<file path="config.mk">
export PLATFORM = sky130hd
export DESIGN_NAME = arena_top
export DESIGN_NICKNAME = d
export VERILOG_FILES = /design/src/hw/arena_pkg.sv /design/src/hw/raster_timing.sv /design/src/hw/game_control.sv /design/src/hw/sprite_table.sv /design/src/hw/frame_decoder.sv /design/src/hw/sram_port.sv /design/src/hw/arena_top.sv
export VERILOG_INCLUDE_DIRS = /design/src /design/src/hw
export SDC_FILE = /design/constraint.sdc
export NUM_CORES = 1
export LEC_CHECK = 0
export BUFFER_PORTS_ARGS = -buffer_cell sky130_fd_sc_hd__buf_4
export CAP_MARGIN = 20
export CORE_ASPECT_RATIO = 0.9
export CORE_MARGIN = 2
export CORE_UTILIZATION = 45
export CTS_CLUSTER_SIZE = 16
export DETAILED_ROUTE_END_ITERATION = 10
export PLACE_DENSITY = 0.75
export SLEW_MARGIN = 10
export SYNTH_ARGS = -nofsm -noshare
export SYNTH_HDL_FRONTEND = slang
export SYNTH_HIERARCHICAL = 1
export SYNTH_SLANG_ARGS = --single-unit
export TNS_END_PERCENT = 30
</file>
<file path="constraint.sdc">
create_clock -name i_clk -period 8.2 [get_ports i_clk]
set_input_delay 1.64 -clock i_clk [delete_from_list [all_inputs] [get_ports i_clk]]
set_output_delay 1.64 -clock i_clk [all_outputs]
set_load 0.01 [all_outputs]
</file>
<file path="src/hw/arena_params.svh">
`ifndef ARENA_PARAMS_SVH
`define ARENA_PARAMS_SVH

// horizontal geometry in pixels
`define ARENA_H_ACTIVE 32
`define ARENA_H_FRONT 2
`define ARENA_H_SYNC 4
`define ARENA_H_BACK 2

// vertical geometry in lines
`define ARENA_V_ACTIVE 24
`define ARENA_V_FRONT 1
`define ARENA_V_SYNC 2
`define ARENA_V_BACK 1

`define ARENA_SPRITE_SIZE 4

// start positions, top left texel
`define ARENA_P1_START_X 4
`define ARENA_P1_START_Y 10
`define ARENA_P2_START_X 24
`define ARENA_P2_START_Y 10

`define ARENA_P1_COLOR 24'hFF0000
`define ARENA_P2_COLOR 24'h0000FF

`endif

</file>
<file path="src/hw/arena_pkg.sv">
package arena_pkg;

    // pixel or line coordinate, covers the blanking counts too
    typedef logic [5:0] coord_t;

    // background word address, y*32+x
    typedef logic [9:0] sram_addr_t;

    // rgb565 background word
    typedef logic [15:0] sram_word_t;

    typedef logic [23:0] rgb_t;

    typedef enum logic {
        IDLE,
        PLAY
    } game_state_t;

    // background write handshake
    typedef enum logic [1:0] {
        WR_IDLE,
        WR_WRITE,
        WR_ACK
    } wr_state_t;

endpackage

</file>
<file path="src/hw/raster_timing.sv">
`include "arena_params.svh"

module raster_timing (
    input  logic              i_clk,
    input  logic              i_rst_n,
    output arena_pkg::coord_t o_fetch_x,
    output arena_pkg::coord_t o_fetch_y,
    output logic              o_fetch_active,
    output logic              o_frame_start,
    output logic              o_h_sync,
    output logic              o_v_sync
);
    localparam arena_pkg::coord_t H_LAST = `ARENA_H_ACTIVE + `ARENA_H_FRONT +
                                           `ARENA_H_SYNC + `ARENA_H_BACK - 1;
    localparam arena_pkg::coord_t V_LAST = `ARENA_V_ACTIVE + `ARENA_V_FRONT +
                                           `ARENA_V_SYNC + `ARENA_V_BACK - 1;
    localparam arena_pkg::coord_t H_ACTIVE = `ARENA_H_ACTIVE;
    localparam arena_pkg::coord_t V_ACTIVE = `ARENA_V_ACTIVE;
    localparam arena_pkg::coord_t H_SYNC_START = `ARENA_H_ACTIVE + `ARENA_H_FRONT;
    localparam arena_pkg::coord_t H_SYNC_END = H_SYNC_START + `ARENA_H_SYNC;
    localparam arena_pkg::coord_t V_SYNC_START = `ARENA_V_ACTIVE + `ARENA_V_FRONT;
    localparam arena_pkg::coord_t V_SYNC_END = V_SYNC_START + `ARENA_V_SYNC;

    arena_pkg::coord_t h_cnt;
    arena_pkg::coord_t v_cnt;
    logic              h_sync_raw;
    logic              v_sync_raw;
    logic              h_sync_d1;
    logic              v_sync_d1;

    always_ff @(posedge i_clk or negedge i_rst_n) begin
        if (!i_rst_n) begin
            h_cnt <= '0;
            v_cnt <= '0;
        end else if (h_cnt == H_LAST) begin
            h_cnt <= '0;
            v_cnt <= (v_cnt == V_LAST) ? '0 : v_cnt + 1'b1;
        end else begin
            h_cnt <= h_cnt + 1'b1;
        end
    end

    assign o_fetch_x      = h_cnt;
    assign o_fetch_y      = v_cnt;
    assign o_fetch_active = (h_cnt < H_ACTIVE) && (v_cnt < V_ACTIVE);

    // first cycle of the vertical front porch
    assign o_frame_start = (v_cnt == V_ACTIVE) && (h_cnt == '0);

    assign h_sync_raw = !((h_cnt >= H_SYNC_START) && (h_cnt < H_SYNC_END));
    assign v_sync_raw = !((v_cnt >= V_SYNC_START) && (v_cnt < V_SYNC_END));

    // two stages, same as the decoder pipeline
    always_ff @(posedge i_clk or negedge i_rst_n) begin
        if (!i_rst_n) begin
            h_sync_d1 <= 1'b1;
            v_sync_d1 <= 1'b1;
            o_h_sync  <= 1'b1;
            o_v_sync  <= 1'b1;
        end else begin
            h_sync_d1 <= h_sync_raw;
            v_sync_d1 <= v_sync_raw;
            o_h_sync  <= h_sync_d1;
            o_v_sync  <= v_sync_d1;
        end
    end

endmodule

</file>
<file path="src/hw/game_control.sv">
`include "arena_params.svh"

module game_control (
    input  logic              i_clk,
    input  logic              i_rst_n,
    input  logic              i_start,
    input  logic              i_restart,
    input  logic              i_right,
    input  logic              i_left,
    input  logic              i_jump,
    input  logic              i_squat,
    input  logic              i_frame_start,
    output arena_pkg::coord_t o_p1_x,
    output arena_pkg::coord_t o_p1_y,
    output arena_pkg::coord_t o_p2_x,
    output arena_pkg::coord_t o_p2_y
);
    // sprite must stay fully on screen
    localparam arena_pkg::coord_t X_MAX = `ARENA_H_ACTIVE - `ARENA_SPRITE_SIZE;
    localparam arena_pkg::coord_t Y_MAX = `ARENA_V_ACTIVE - `ARENA_SPRITE_SIZE;
    localparam arena_pkg::coord_t P1_X0 = `ARENA_P1_START_X;
    localparam arena_pkg::coord_t P1_Y0 = `ARENA_P1_START_Y;
    localparam arena_pkg::coord_t P2_X0 = `ARENA_P2_START_X;
    localparam arena_pkg::coord_t P2_Y0 = `ARENA_P2_START_Y;

    arena_pkg::game_state_t state;
    arena_pkg::coord_t      p1_x;
    arena_pkg::coord_t      p1_y;
    arena_pkg::coord_t      p2_x;
    arena_pkg::coord_t      p2_y;

    // opposite buttons cancel out
    function automatic arena_pkg::coord_t step_clamped(
        input arena_pkg::coord_t pos,
        input logic              inc,
        input logic              dec,
        input arena_pkg::coord_t lim
    );
        arena_pkg::coord_t next;
        next = pos;
        if (inc && !dec && (pos < lim)) begin
            next = pos + 1'b1;
        end else if (dec && !inc && (pos != '0)) begin
            next = pos - 1'b1;
        end
        return next;
    endfunction

    function automatic arena_pkg::coord_t step_toward(
        input arena_pkg::coord_t pos,
        input arena_pkg::coord_t target
    );
        arena_pkg::coord_t next;
        next = pos;
        if (pos < target) begin
            next = pos + 1'b1;
        end else if (pos > target) begin
            next = pos - 1'b1;
        end
        return next;
    endfunction

    always_ff @(posedge i_clk or negedge i_rst_n) begin
        if (!i_rst_n) begin
            state <= arena_pkg::IDLE;
            p1_x  <= P1_X0;
            p1_y  <= P1_Y0;
            p2_x  <= P2_X0;
            p2_y  <= P2_Y0;
        end else if (i_restart) begin
            state <= arena_pkg::IDLE;
            p1_x  <= P1_X0;
            p1_y  <= P1_Y0;
            p2_x  <= P2_X0;
            p2_y  <= P2_Y0;
        end else begin
            case (state)
                arena_pkg::IDLE: begin
                    if (i_start) begin
                        state <= arena_pkg::PLAY;
                    end
                end
                arena_pkg::PLAY: begin
                    // player 2 chases the position held during the last frame
                    if (i_frame_start) begin
                        p1_x <= step_clamped(p1_x, i_right, i_left, X_MAX);
                        p1_y <= step_clamped(p1_y, i_squat, i_jump, Y_MAX);
                        p2_x <= step_toward(p2_x, p1_x);
                        p2_y <= step_toward(p2_y, p1_y);
                    end
                end
                default: state <= arena_pkg::IDLE;
            endcase
        end
    end

    assign o_p1_x = p1_x;
    assign o_p1_y = p1_y;
    assign o_p2_x = p2_x;
    assign o_p2_y = p2_y;

endmodule

</file>
<file path="src/hw/sprite_table.sv">
module sprite_table (
    input  logic       i_clk,
    input  logic       i_rst_n,
    input  logic [1:0] i_p1_row,
    input  logic [1:0] i_p1_col,
    input  logic [1:0] i_p2_row,
    input  logic [1:0] i_p2_col,
    output logic       o_p1_opaque,
    output logic       o_p2_opaque
);
    // row 0 in the top nibble, column 0 at its msb
    localparam logic [15:0] P1_MASK = 16'b0110_1111_1111_0110;
    localparam logic [15:0] P2_MASK = 16'b1111_1001_1001_1111;

    logic [3:0] p1_idx;
    logic [3:0] p2_idx;

    // bit 15 - {row, col}
    assign p1_idx = ~{i_p1_row, i_p1_col};
    assign p2_idx = ~{i_p2_row, i_p2_col};

    // one cycle, lines up with the sram read data
    always_ff @(posedge i_clk or negedge i_rst_n) begin
        if (!i_rst_n) begin
            o_p1_opaque <= 1'b0;
            o_p2_opaque <= 1'b0;
        end else begin
            o_p1_opaque <= P1_MASK[p1_idx];
            o_p2_opaque <= P2_MASK[p2_idx];
        end
    end

endmodule

</file>
<file path="src/hw/frame_decoder.sv">
`include "arena_params.svh"

module frame_decoder (
    input  logic                  i_clk,
    input  logic                  i_rst_n,
    input  arena_pkg::coord_t     i_fetch_x,
    input  arena_pkg::coord_t     i_fetch_y,
    input  logic                  i_fetch_active,
    input  arena_pkg::coord_t     i_p1_x,
    input  arena_pkg::coord_t     i_p1_y,
    input  arena_pkg::coord_t     i_p2_x,
    input  arena_pkg::coord_t     i_p2_y,
    output arena_pkg::sram_addr_t o_rd_addr,
    input  arena_pkg::sram_word_t i_rd_data,
    output arena_pkg::rgb_t       o_rgb,
    output logic                  o_rgb_valid
);
    localparam arena_pkg::coord_t SPRITE = `ARENA_SPRITE_SIZE;

    arena_pkg::coord_t p1_dx;
    arena_pkg::coord_t p1_dy;
    arena_pkg::coord_t p2_dx;
    arena_pkg::coord_t p2_dy;
    logic              p1_box;
    logic              p2_box;
    logic              p1_opaque;
    logic              p2_opaque;
    logic              p1_hit_q;
    logic              p2_hit_q;
    logic              valid_q;
    arena_pkg::rgb_t   bg_rgb;

    // y*32+x, the sram registers it at the end of this cycle
    assign o_rd_addr = {i_fetch_y[4:0], i_fetch_x[4:0]};

    // left of or above the box the offset wraps far past the sprite size
    assign p1_dx  = i_fetch_x - i_p1_x;
    assign p1_dy  = i_fetch_y - i_p1_y;
    assign p2_dx  = i_fetch_x - i_p2_x;
    assign p2_dy  = i_fetch_y - i_p2_y;
    assign p1_box = (p1_dx < SPRITE) && (p1_dy < SPRITE);
    assign p2_box = (p2_dx < SPRITE) && (p2_dy < SPRITE);

    sprite_table u_sprite_table (
        .i_clk       (i_clk),
        .i_rst_n     (i_rst_n),
        .i_p1_row    (p1_dy[1:0]),
        .i_p1_col    (p1_dx[1:0]),
        .i_p2_row    (p2_dy[1:0]),
        .i_p2_col    (p2_dx[1:0]),
        .o_p1_opaque (p1_opaque),
        .o_p2_opaque (p2_opaque)
    );

    // stage 1, box hits travel with the texel lookup
    always_ff @(posedge i_clk or negedge i_rst_n) begin
        if (!i_rst_n) begin
            valid_q  <= 1'b0;
            p1_hit_q <= 1'b0;
            p2_hit_q <= 1'b0;
        end else begin
            valid_q  <= i_fetch_active;
            p1_hit_q <= p1_box;
            p2_hit_q <= p2_box;
        end
    end

    // rgb565 to 888, low bits zero
    assign bg_rgb = {i_rd_data[15:11], 3'b000, i_rd_data[10:5], 2'b00,
                     i_rd_data[4:0], 3'b000};

    // stage 2, player 1 wins on overlap
    always_ff @(posedge i_clk or negedge i_rst_n) begin
        if (!i_rst_n) begin
            o_rgb_valid <= 1'b0;
            o_rgb       <= '0;
        end else begin
            o_rgb_valid <= valid_q;
            if (!valid_q) begin
                o_rgb <= '0;
            end else if (p1_hit_q && p1_opaque) begin
                o_rgb <= `ARENA_P1_COLOR;
            end else if (p2_hit_q && p2_opaque) begin
                o_rgb <= `ARENA_P2_COLOR;
            end else begin
                o_rgb <= bg_rgb;
            end
        end
    end

endmodule

</file>
<file path="src/hw/sram_port.sv">
module sram_port (
    input  logic                  i_clk,
    input  logic                  i_rst_n,
    input  logic                  i_bg_req,
    input  arena_pkg::sram_addr_t i_bg_addr,
    input  arena_pkg::sram_word_t i_bg_data,
    output logic                  o_bg_ack,
    input  logic                  i_fetch_active,
    input  arena_pkg::sram_addr_t i_rd_addr,
    output arena_pkg::sram_addr_t o_sram_addr,
    output arena_pkg::sram_word_t o_sram_wdata,
    output logic                  o_sram_we_n
);
    arena_pkg::wr_state_t state;
    logic                 wr_strobe;
    logic                 ack_q;

    // pending write goes out on the first cycle with no fetch
    assign wr_strobe = !i_fetch_active &&
                       ((state == arena_pkg::WR_WRITE) ||
                        ((state == arena_pkg::WR_IDLE) && i_bg_req));

    assign o_sram_we_n  = !wr_strobe;
    assign o_sram_addr  = wr_strobe ? i_bg_addr : i_rd_addr;
    assign o_sram_wdata = i_bg_data;
    assign o_bg_ack     = ack_q;

    always_ff @(posedge i_clk or negedge i_rst_n) begin
        if (!i_rst_n) begin
            state <= arena_pkg::WR_IDLE;
            ack_q <= 1'b0;
        end else begin
            // ack follows req down one cycle later
            ack_q <= (state == arena_pkg::WR_ACK) && i_bg_req;
            case (state)
                arena_pkg::WR_IDLE: begin
                    if (i_bg_req) begin
                        state <= wr_strobe ? arena_pkg::WR_ACK : arena_pkg::WR_WRITE;
                    end
                end
                arena_pkg::WR_WRITE: begin
                    if (wr_strobe) begin
                        state <= arena_pkg::WR_ACK;
                    end
                end
                arena_pkg::WR_ACK: begin
                    if (!i_bg_req) begin
                        state <= arena_pkg::WR_IDLE;
                    end
                end
                default: state <= arena_pkg::WR_IDLE;
            endcase
        end
    end

endmodule

</file>
<file path="src/hw/arena_top.sv">
module arena_top (
    input  logic                  i_clk,
    input  logic                  i_rst_n,
    input  logic                  i_start,
    input  logic                  i_restart,
    input  logic                  i_right,
    input  logic                  i_left,
    input  logic                  i_jump,
    input  logic                  i_squat,
    input  logic                  i_bg_req,
    input  arena_pkg::sram_addr_t i_bg_addr,
    input  arena_pkg::sram_word_t i_bg_data,
    output logic                  o_bg_ack,
    output arena_pkg::sram_addr_t o_sram_addr,
    output arena_pkg::sram_word_t o_sram_wdata,
    output logic                  o_sram_we_n,
    input  arena_pkg::sram_word_t i_sram_rdata,
    output logic                  o_h_sync,
    output logic                  o_v_sync,
    output arena_pkg::rgb_t       o_rgb,
    output logic                  o_rgb_valid
);
    arena_pkg::coord_t     fetch_x;
    arena_pkg::coord_t     fetch_y;
    logic                  fetch_active;
    logic                  frame_start;
    arena_pkg::coord_t     p1_x;
    arena_pkg::coord_t     p1_y;
    arena_pkg::coord_t     p2_x;
    arena_pkg::coord_t     p2_y;
    arena_pkg::sram_addr_t rd_addr;

    raster_timing u_raster_timing (
        .i_clk          (i_clk),
        .i_rst_n        (i_rst_n),
        .o_fetch_x      (fetch_x),
        .o_fetch_y      (fetch_y),
        .o_fetch_active (fetch_active),
        .o_frame_start  (frame_start),
        .o_h_sync       (o_h_sync),
        .o_v_sync       (o_v_sync)
    );

    game_control u_game_control (
        .i_clk         (i_clk),
        .i_rst_n       (i_rst_n),
        .i_start       (i_start),
        .i_restart     (i_restart),
        .i_right       (i_right),
        .i_left        (i_left),
        .i_jump        (i_jump),
        .i_squat       (i_squat),
        .i_frame_start (frame_start),
        .o_p1_x        (p1_x),
        .o_p1_y        (p1_y),
        .o_p2_x        (p2_x),
        .o_p2_y        (p2_y)
    );

    frame_decoder u_frame_decoder (
        .i_clk          (i_clk),
        .i_rst_n        (i_rst_n),
        .i_fetch_x      (fetch_x),
        .i_fetch_y      (fetch_y),
        .i_fetch_active (fetch_active),
        .i_p1_x         (p1_x),
        .i_p1_y         (p1_y),
        .i_p2_x         (p2_x),
        .i_p2_y         (p2_y),
        .o_rd_addr      (rd_addr),
        .i_rd_data      (i_sram_rdata),
        .o_rgb          (o_rgb),
        .o_rgb_valid    (o_rgb_valid)
    );

    // background loads only get the bus during blanking
    sram_port u_sram_port (
        .i_clk          (i_clk),
        .i_rst_n        (i_rst_n),
        .i_bg_req       (i_bg_req),
        .i_bg_addr      (i_bg_addr),
        .i_bg_data      (i_bg_data),
        .o_bg_ack       (o_bg_ack),
        .i_fetch_active (fetch_active),
        .i_rd_addr      (rd_addr),
        .o_sram_addr    (o_sram_addr),
        .o_sram_wdata   (o_sram_wdata),
        .o_sram_we_n    (o_sram_we_n)
    );

endmodule

</file>
==> flow_metrics.py <==
metrics = {
    "min_path": {
        "hold_path.startpoint": "u_raster_timing/h_sync_d1",
        "min_path_type": "reg2reg",
        "hold_path_end": "u_raster_timing/o_h_sync",
        "hold-path-cell-count": 0,
    },
    "sta": {
        "fmax_ghz": 0.231,
        "skew_ns": 0.00655,
        "layout_worst_path_cycle_share_pct": 52.7,
        "final_max_slew_viol_count": 0,
        "report.final.setup_viol": 0,
        "fin_ws_ns": 3.88,
        "tightestPinTransition_ns": 0.847,
        "timing.max_slew.rel_slack_pct": 43.6,
        "final.setup.tns_ns": 0,
        "period_minus_slack_ns": 4.32,
        "finalHoldViolations": 0,
        "holdWs_ns": 0.356,
        "rsz_0062_raised_after_global_routing": "false",
    },
    "clock_tree": {
        "cts_max_level": 3,
        "clkSinkCount": 68,
        "setup_fix_bufs_post_cts": 0,
        "worstSkewPairLatency_ns": 0.33,
        "ctsResizeCount": 0,
        "clkSlewWorstSetupHoldPaths_ns": 0.06,
        "cts_tree": "built",
        "clock_tree.buffer_depth": 2,
        "clock_tree.root_cell": "clkbuf_16",
        "cts_inserted_buffers": 9,
        "hold_buffers": 0,
    },
    "pwr": {
        "switchingPower_mw": 0.780,
        "share_clk_of_total_power_pct": 18.9,
        "intPower_mw": 1.09,
        "power.switching_fraction_pct": 41.7,
        "power.total_mw": 1.87,
        "p_leak_nw": 2.92,
        "share_seq_of_total_power_pct": 26.0,
        "vdd_drop_max_uv": 115,
        "combinational_group_share_of_total_power_pct": 55.1,
        "cellPowerDensity_mw_per_mm2": 323,
    },
    "floorplan": {
        "design.die.area_sq_mm": 0.0121,
        "floorplan.rows": 36,
        "floorplan.core_area_sq_mm": 0.0109,
        "die_w_um": 116,
        "die-height_um": 105,
        "pin_count": 106,
        "initial_core_utilization_pct": 46.5,
    },
    "detailed_routing": {
        "route.vias.total": 3952,
        "detail_route.iter0.violations": 207,
        "drt-total-wl_um": 10900,
        "drtAntennaViolNets": 0,
        "wire_per_inst_um": 15.1,
        "drt-vias-per-instance": 5.45,
        "pre_antenna_drt_iters": 5,
        "drc": 0,
    },
    "worst_setup_path": {
        "arrival_ns": 2.68,
        "cp-end-kind": "output port",
        "cells_along_the_critical_path": "buf_4, nor2_1, or3_4, mux2_2, buf_4",
        "start_kind": "primary input",
        "cpLargestDelayFamily": "simple AND/OR/NAND/NOR gates",
        "worst-path-buf-inv": 2,
        "crit_required_ns": 6.56,
        "crit_path_max_incr_delay_ns": 0.36,
        "r2r_start": "u_game_control/o_p1_y[1]",
        "worst-path-max-fanout": 11,
        "reg2reg_to": "u_game_control/o_p2_y[5]",
        "crit_path_top_delay_cell": "mux2_2",
        "path_class": "in2out",
        "ff2ff_path_depth": 12,
        "reg2reg_slack_ns": 5.29,
        "critical_path.most_common_cell": "buf_4",
    },
    "synthesis": {
        "synth_cell_type_count": 66,
        "synth-async-reset-ratio_pct": 100,
        "average_cell_area_after_synthesis_sq_um": 9.67,
        "synthesis.instances": 524,
        "yosys_most_used_dff": "dfrtp_1",
        "synth_enable_flop_cells": 0,
        "yosysWarnings": 6,
        "combined_area_of_all_synthesized_cells_sq_mm": 0.00506,
        "yosys_register_bits": 68,
        "synth-seq-area-share_pct": 33.9,
    },
    "run_status": {
        "run_status": "complete, no violations",
    },
    "placement": {
        "portBuffers": 71,
        "gpl.final_weighted_congestion": 0.895,
        "dpl.hpwl_um": 8230,
        "pre_cts_ws_ns": 3.87,
    },
    "run": {
        "max_cap_viol_count": 0,
    },
    "final_layout": {
        "nets": 680,
        "diodes": 0,
        "finalCoreUtilization_pct": 53.2,
        "drive_above_1_share_pct": 23.0,
        "area_growth_from_synthesis_to_final_layout_pct": 14.4,
    },
    "global_routing": {
        "first_global_vias": 4119,
        "grt_first_pass_wirelength_um": 18300,
        "grt_util_all_layers_pct": 18.6,
        "maximum_number_of_pins_on_one_net_before_global_route_repair": 69,
        "globalRouteOverflowTotal": 0,
        "antenna_found_initial": 0,
    },
}
==> sequential cells by signal, summed over array words and instances, names as in the netlist, 2 cells and up <==
| register | count |
|---|---|
| u_game_control/o_p2_y | 6 |
| u_sram_port/state | 2 |
| u_game_control/o_p1_y | 6 |
| u_frame_decoder/o_rgb | 18 |
| u_game_control/o_p1_x | 6 |
| u_raster_timing/o_fetch_y | 6 |
| u_game_control/o_p2_x | 6 |
| u_raster_timing/o_fetch_x | 6 |
==> area by class of cell <==
class                           instances  area, sq um
Clock buffer                           10          239
Timing Repair Buffer                   71          533
Multi-Input combinational cell        357         2850
Sequential cell                        68         1720
Fill cell                             949         5110
Tap cell                              152          190
Inverter                               61          229
Clock inverter                          6         40.0
==> worst max-delay path by stage <==
stage,start,to,slack [ns],cells past startpoint
2_1_floorplan,i_bg_req,o_sram_addr[0],4.08,4
3_3_place_gp,i_bg_req,o_sram_addr[0],3.90,5
3_5_place_dp,i_bg_req,o_sram_addr[5],3.87,5
4_1_cts,i_bg_req,o_sram_addr[5],3.87,5
5_1_grt,i_bg_req,o_sram_addr[5],3.85,5
6_report,i_bg_req,o_sram_addr[9],3.88,5
==> placed cells by master (no fill, tap or decap), types with 14 or more instances in the layout <==
master / instances
dfrtp_1: 57
xor2_1: 19
nand3_1: 14
nand2_1: 35
nor2_1: 19
a21o_1: 24
buf_4: 71
a21oi_1: 37
inv_1: 60
ha_1: 53
==> per-stage QoR <==
stage / cell area [sq um] / instances
3_3_place_gp: 5520 / 709
3_5_place_dp: 5520 / 709
2_1_floorplan: 5070 / 525
4_1_cts: 5790 / 725
5_1_grt: 5790 / 725
6_report: 5790 / 725
==> power by group through the flow <==
stage / clock network (mW) / registers (mW) / logic [mW]
finish: 0.354 / 0.486 / 1.03
global route: 0.378 / 0.497 / 1.16
CTS: 0.362 / 0.487 / 1.02
detailed placement: 0 / 0.492 / 1.02
global placement: 0 / 0.489 / 0.949
floorplan: 0 / 0.465 / 0.834
==> worst reg2reg max path, delay by kind of cell, from the launching register on <==
kind | cells | cell delay [ns]
AND/OR/NAND/NOR | 3 | 0.52
AO/OA/AOI/OAI | 5 | 0.79
flip-flops | 1 | 0.58
XOR/XNOR | 1 | 0.16
buffers and inverters | 1 | 0.09
adder cells (fa/ha/maj) | 2 | 0.68
==> kinds of logic after synthesis <==
group	Yosys count	synth area share [%]
mux	17	4.35
xor+xnor	32	5.53
simple gates	119	13.3
fa+ha+maj	61	16.3
compound gates	126	16.6
flops	68	33.9
other cells	1	0.0740
buf+inv	100	9.98
==> cells in the mapped netlist, types with 3 or more instances <==
library cell	number	area (sq um)
inv_1	60	225
dfrtp_1	57	1430
ha_1	53	663
a21oi_1	37	185
nand2_1	35	131
buf_4	32	240
a21o_1	24	180
nor2_1	19	71.3
xor2_1	19	166
nand3_1	14	70.1
o21ai_0	13	65.1
xnor2_1	13	114
dfstp_2	11	289
nor3_1	10	50.1
mux2_4	9	135
o21ai_1	9	45.0
fa_1	8	160
a31oi_1	7	43.8
and2_1	6	37.5
a211oi_1	5	37.5
nand4_1	5	31.3
a21boi_0	4	30.0
clkbuf_1	4	15.0
mux2i_1	4	40.0
nor2b_1	4	25.0
o21bai_1	4	30.0
and3_1	3	18.8
and4_1	3	26.3
nor4_1	3	18.8
o22ai_1	3	18.8
or3_4	3	33.8
==> routing by layer <==
layer	global-route usage [%]	part of all wire [%]	vias to the layer above	routed length, um
met3	4.06	6.5	26	715
met5	0	0	-	0
met2	31.1	49	153	5330
met4	8.93	2.3	0	252
met1	22.4	42	1891	4630
li1	-	-	1882	-
Note: power is estimated with default switching activity, not from simulation.
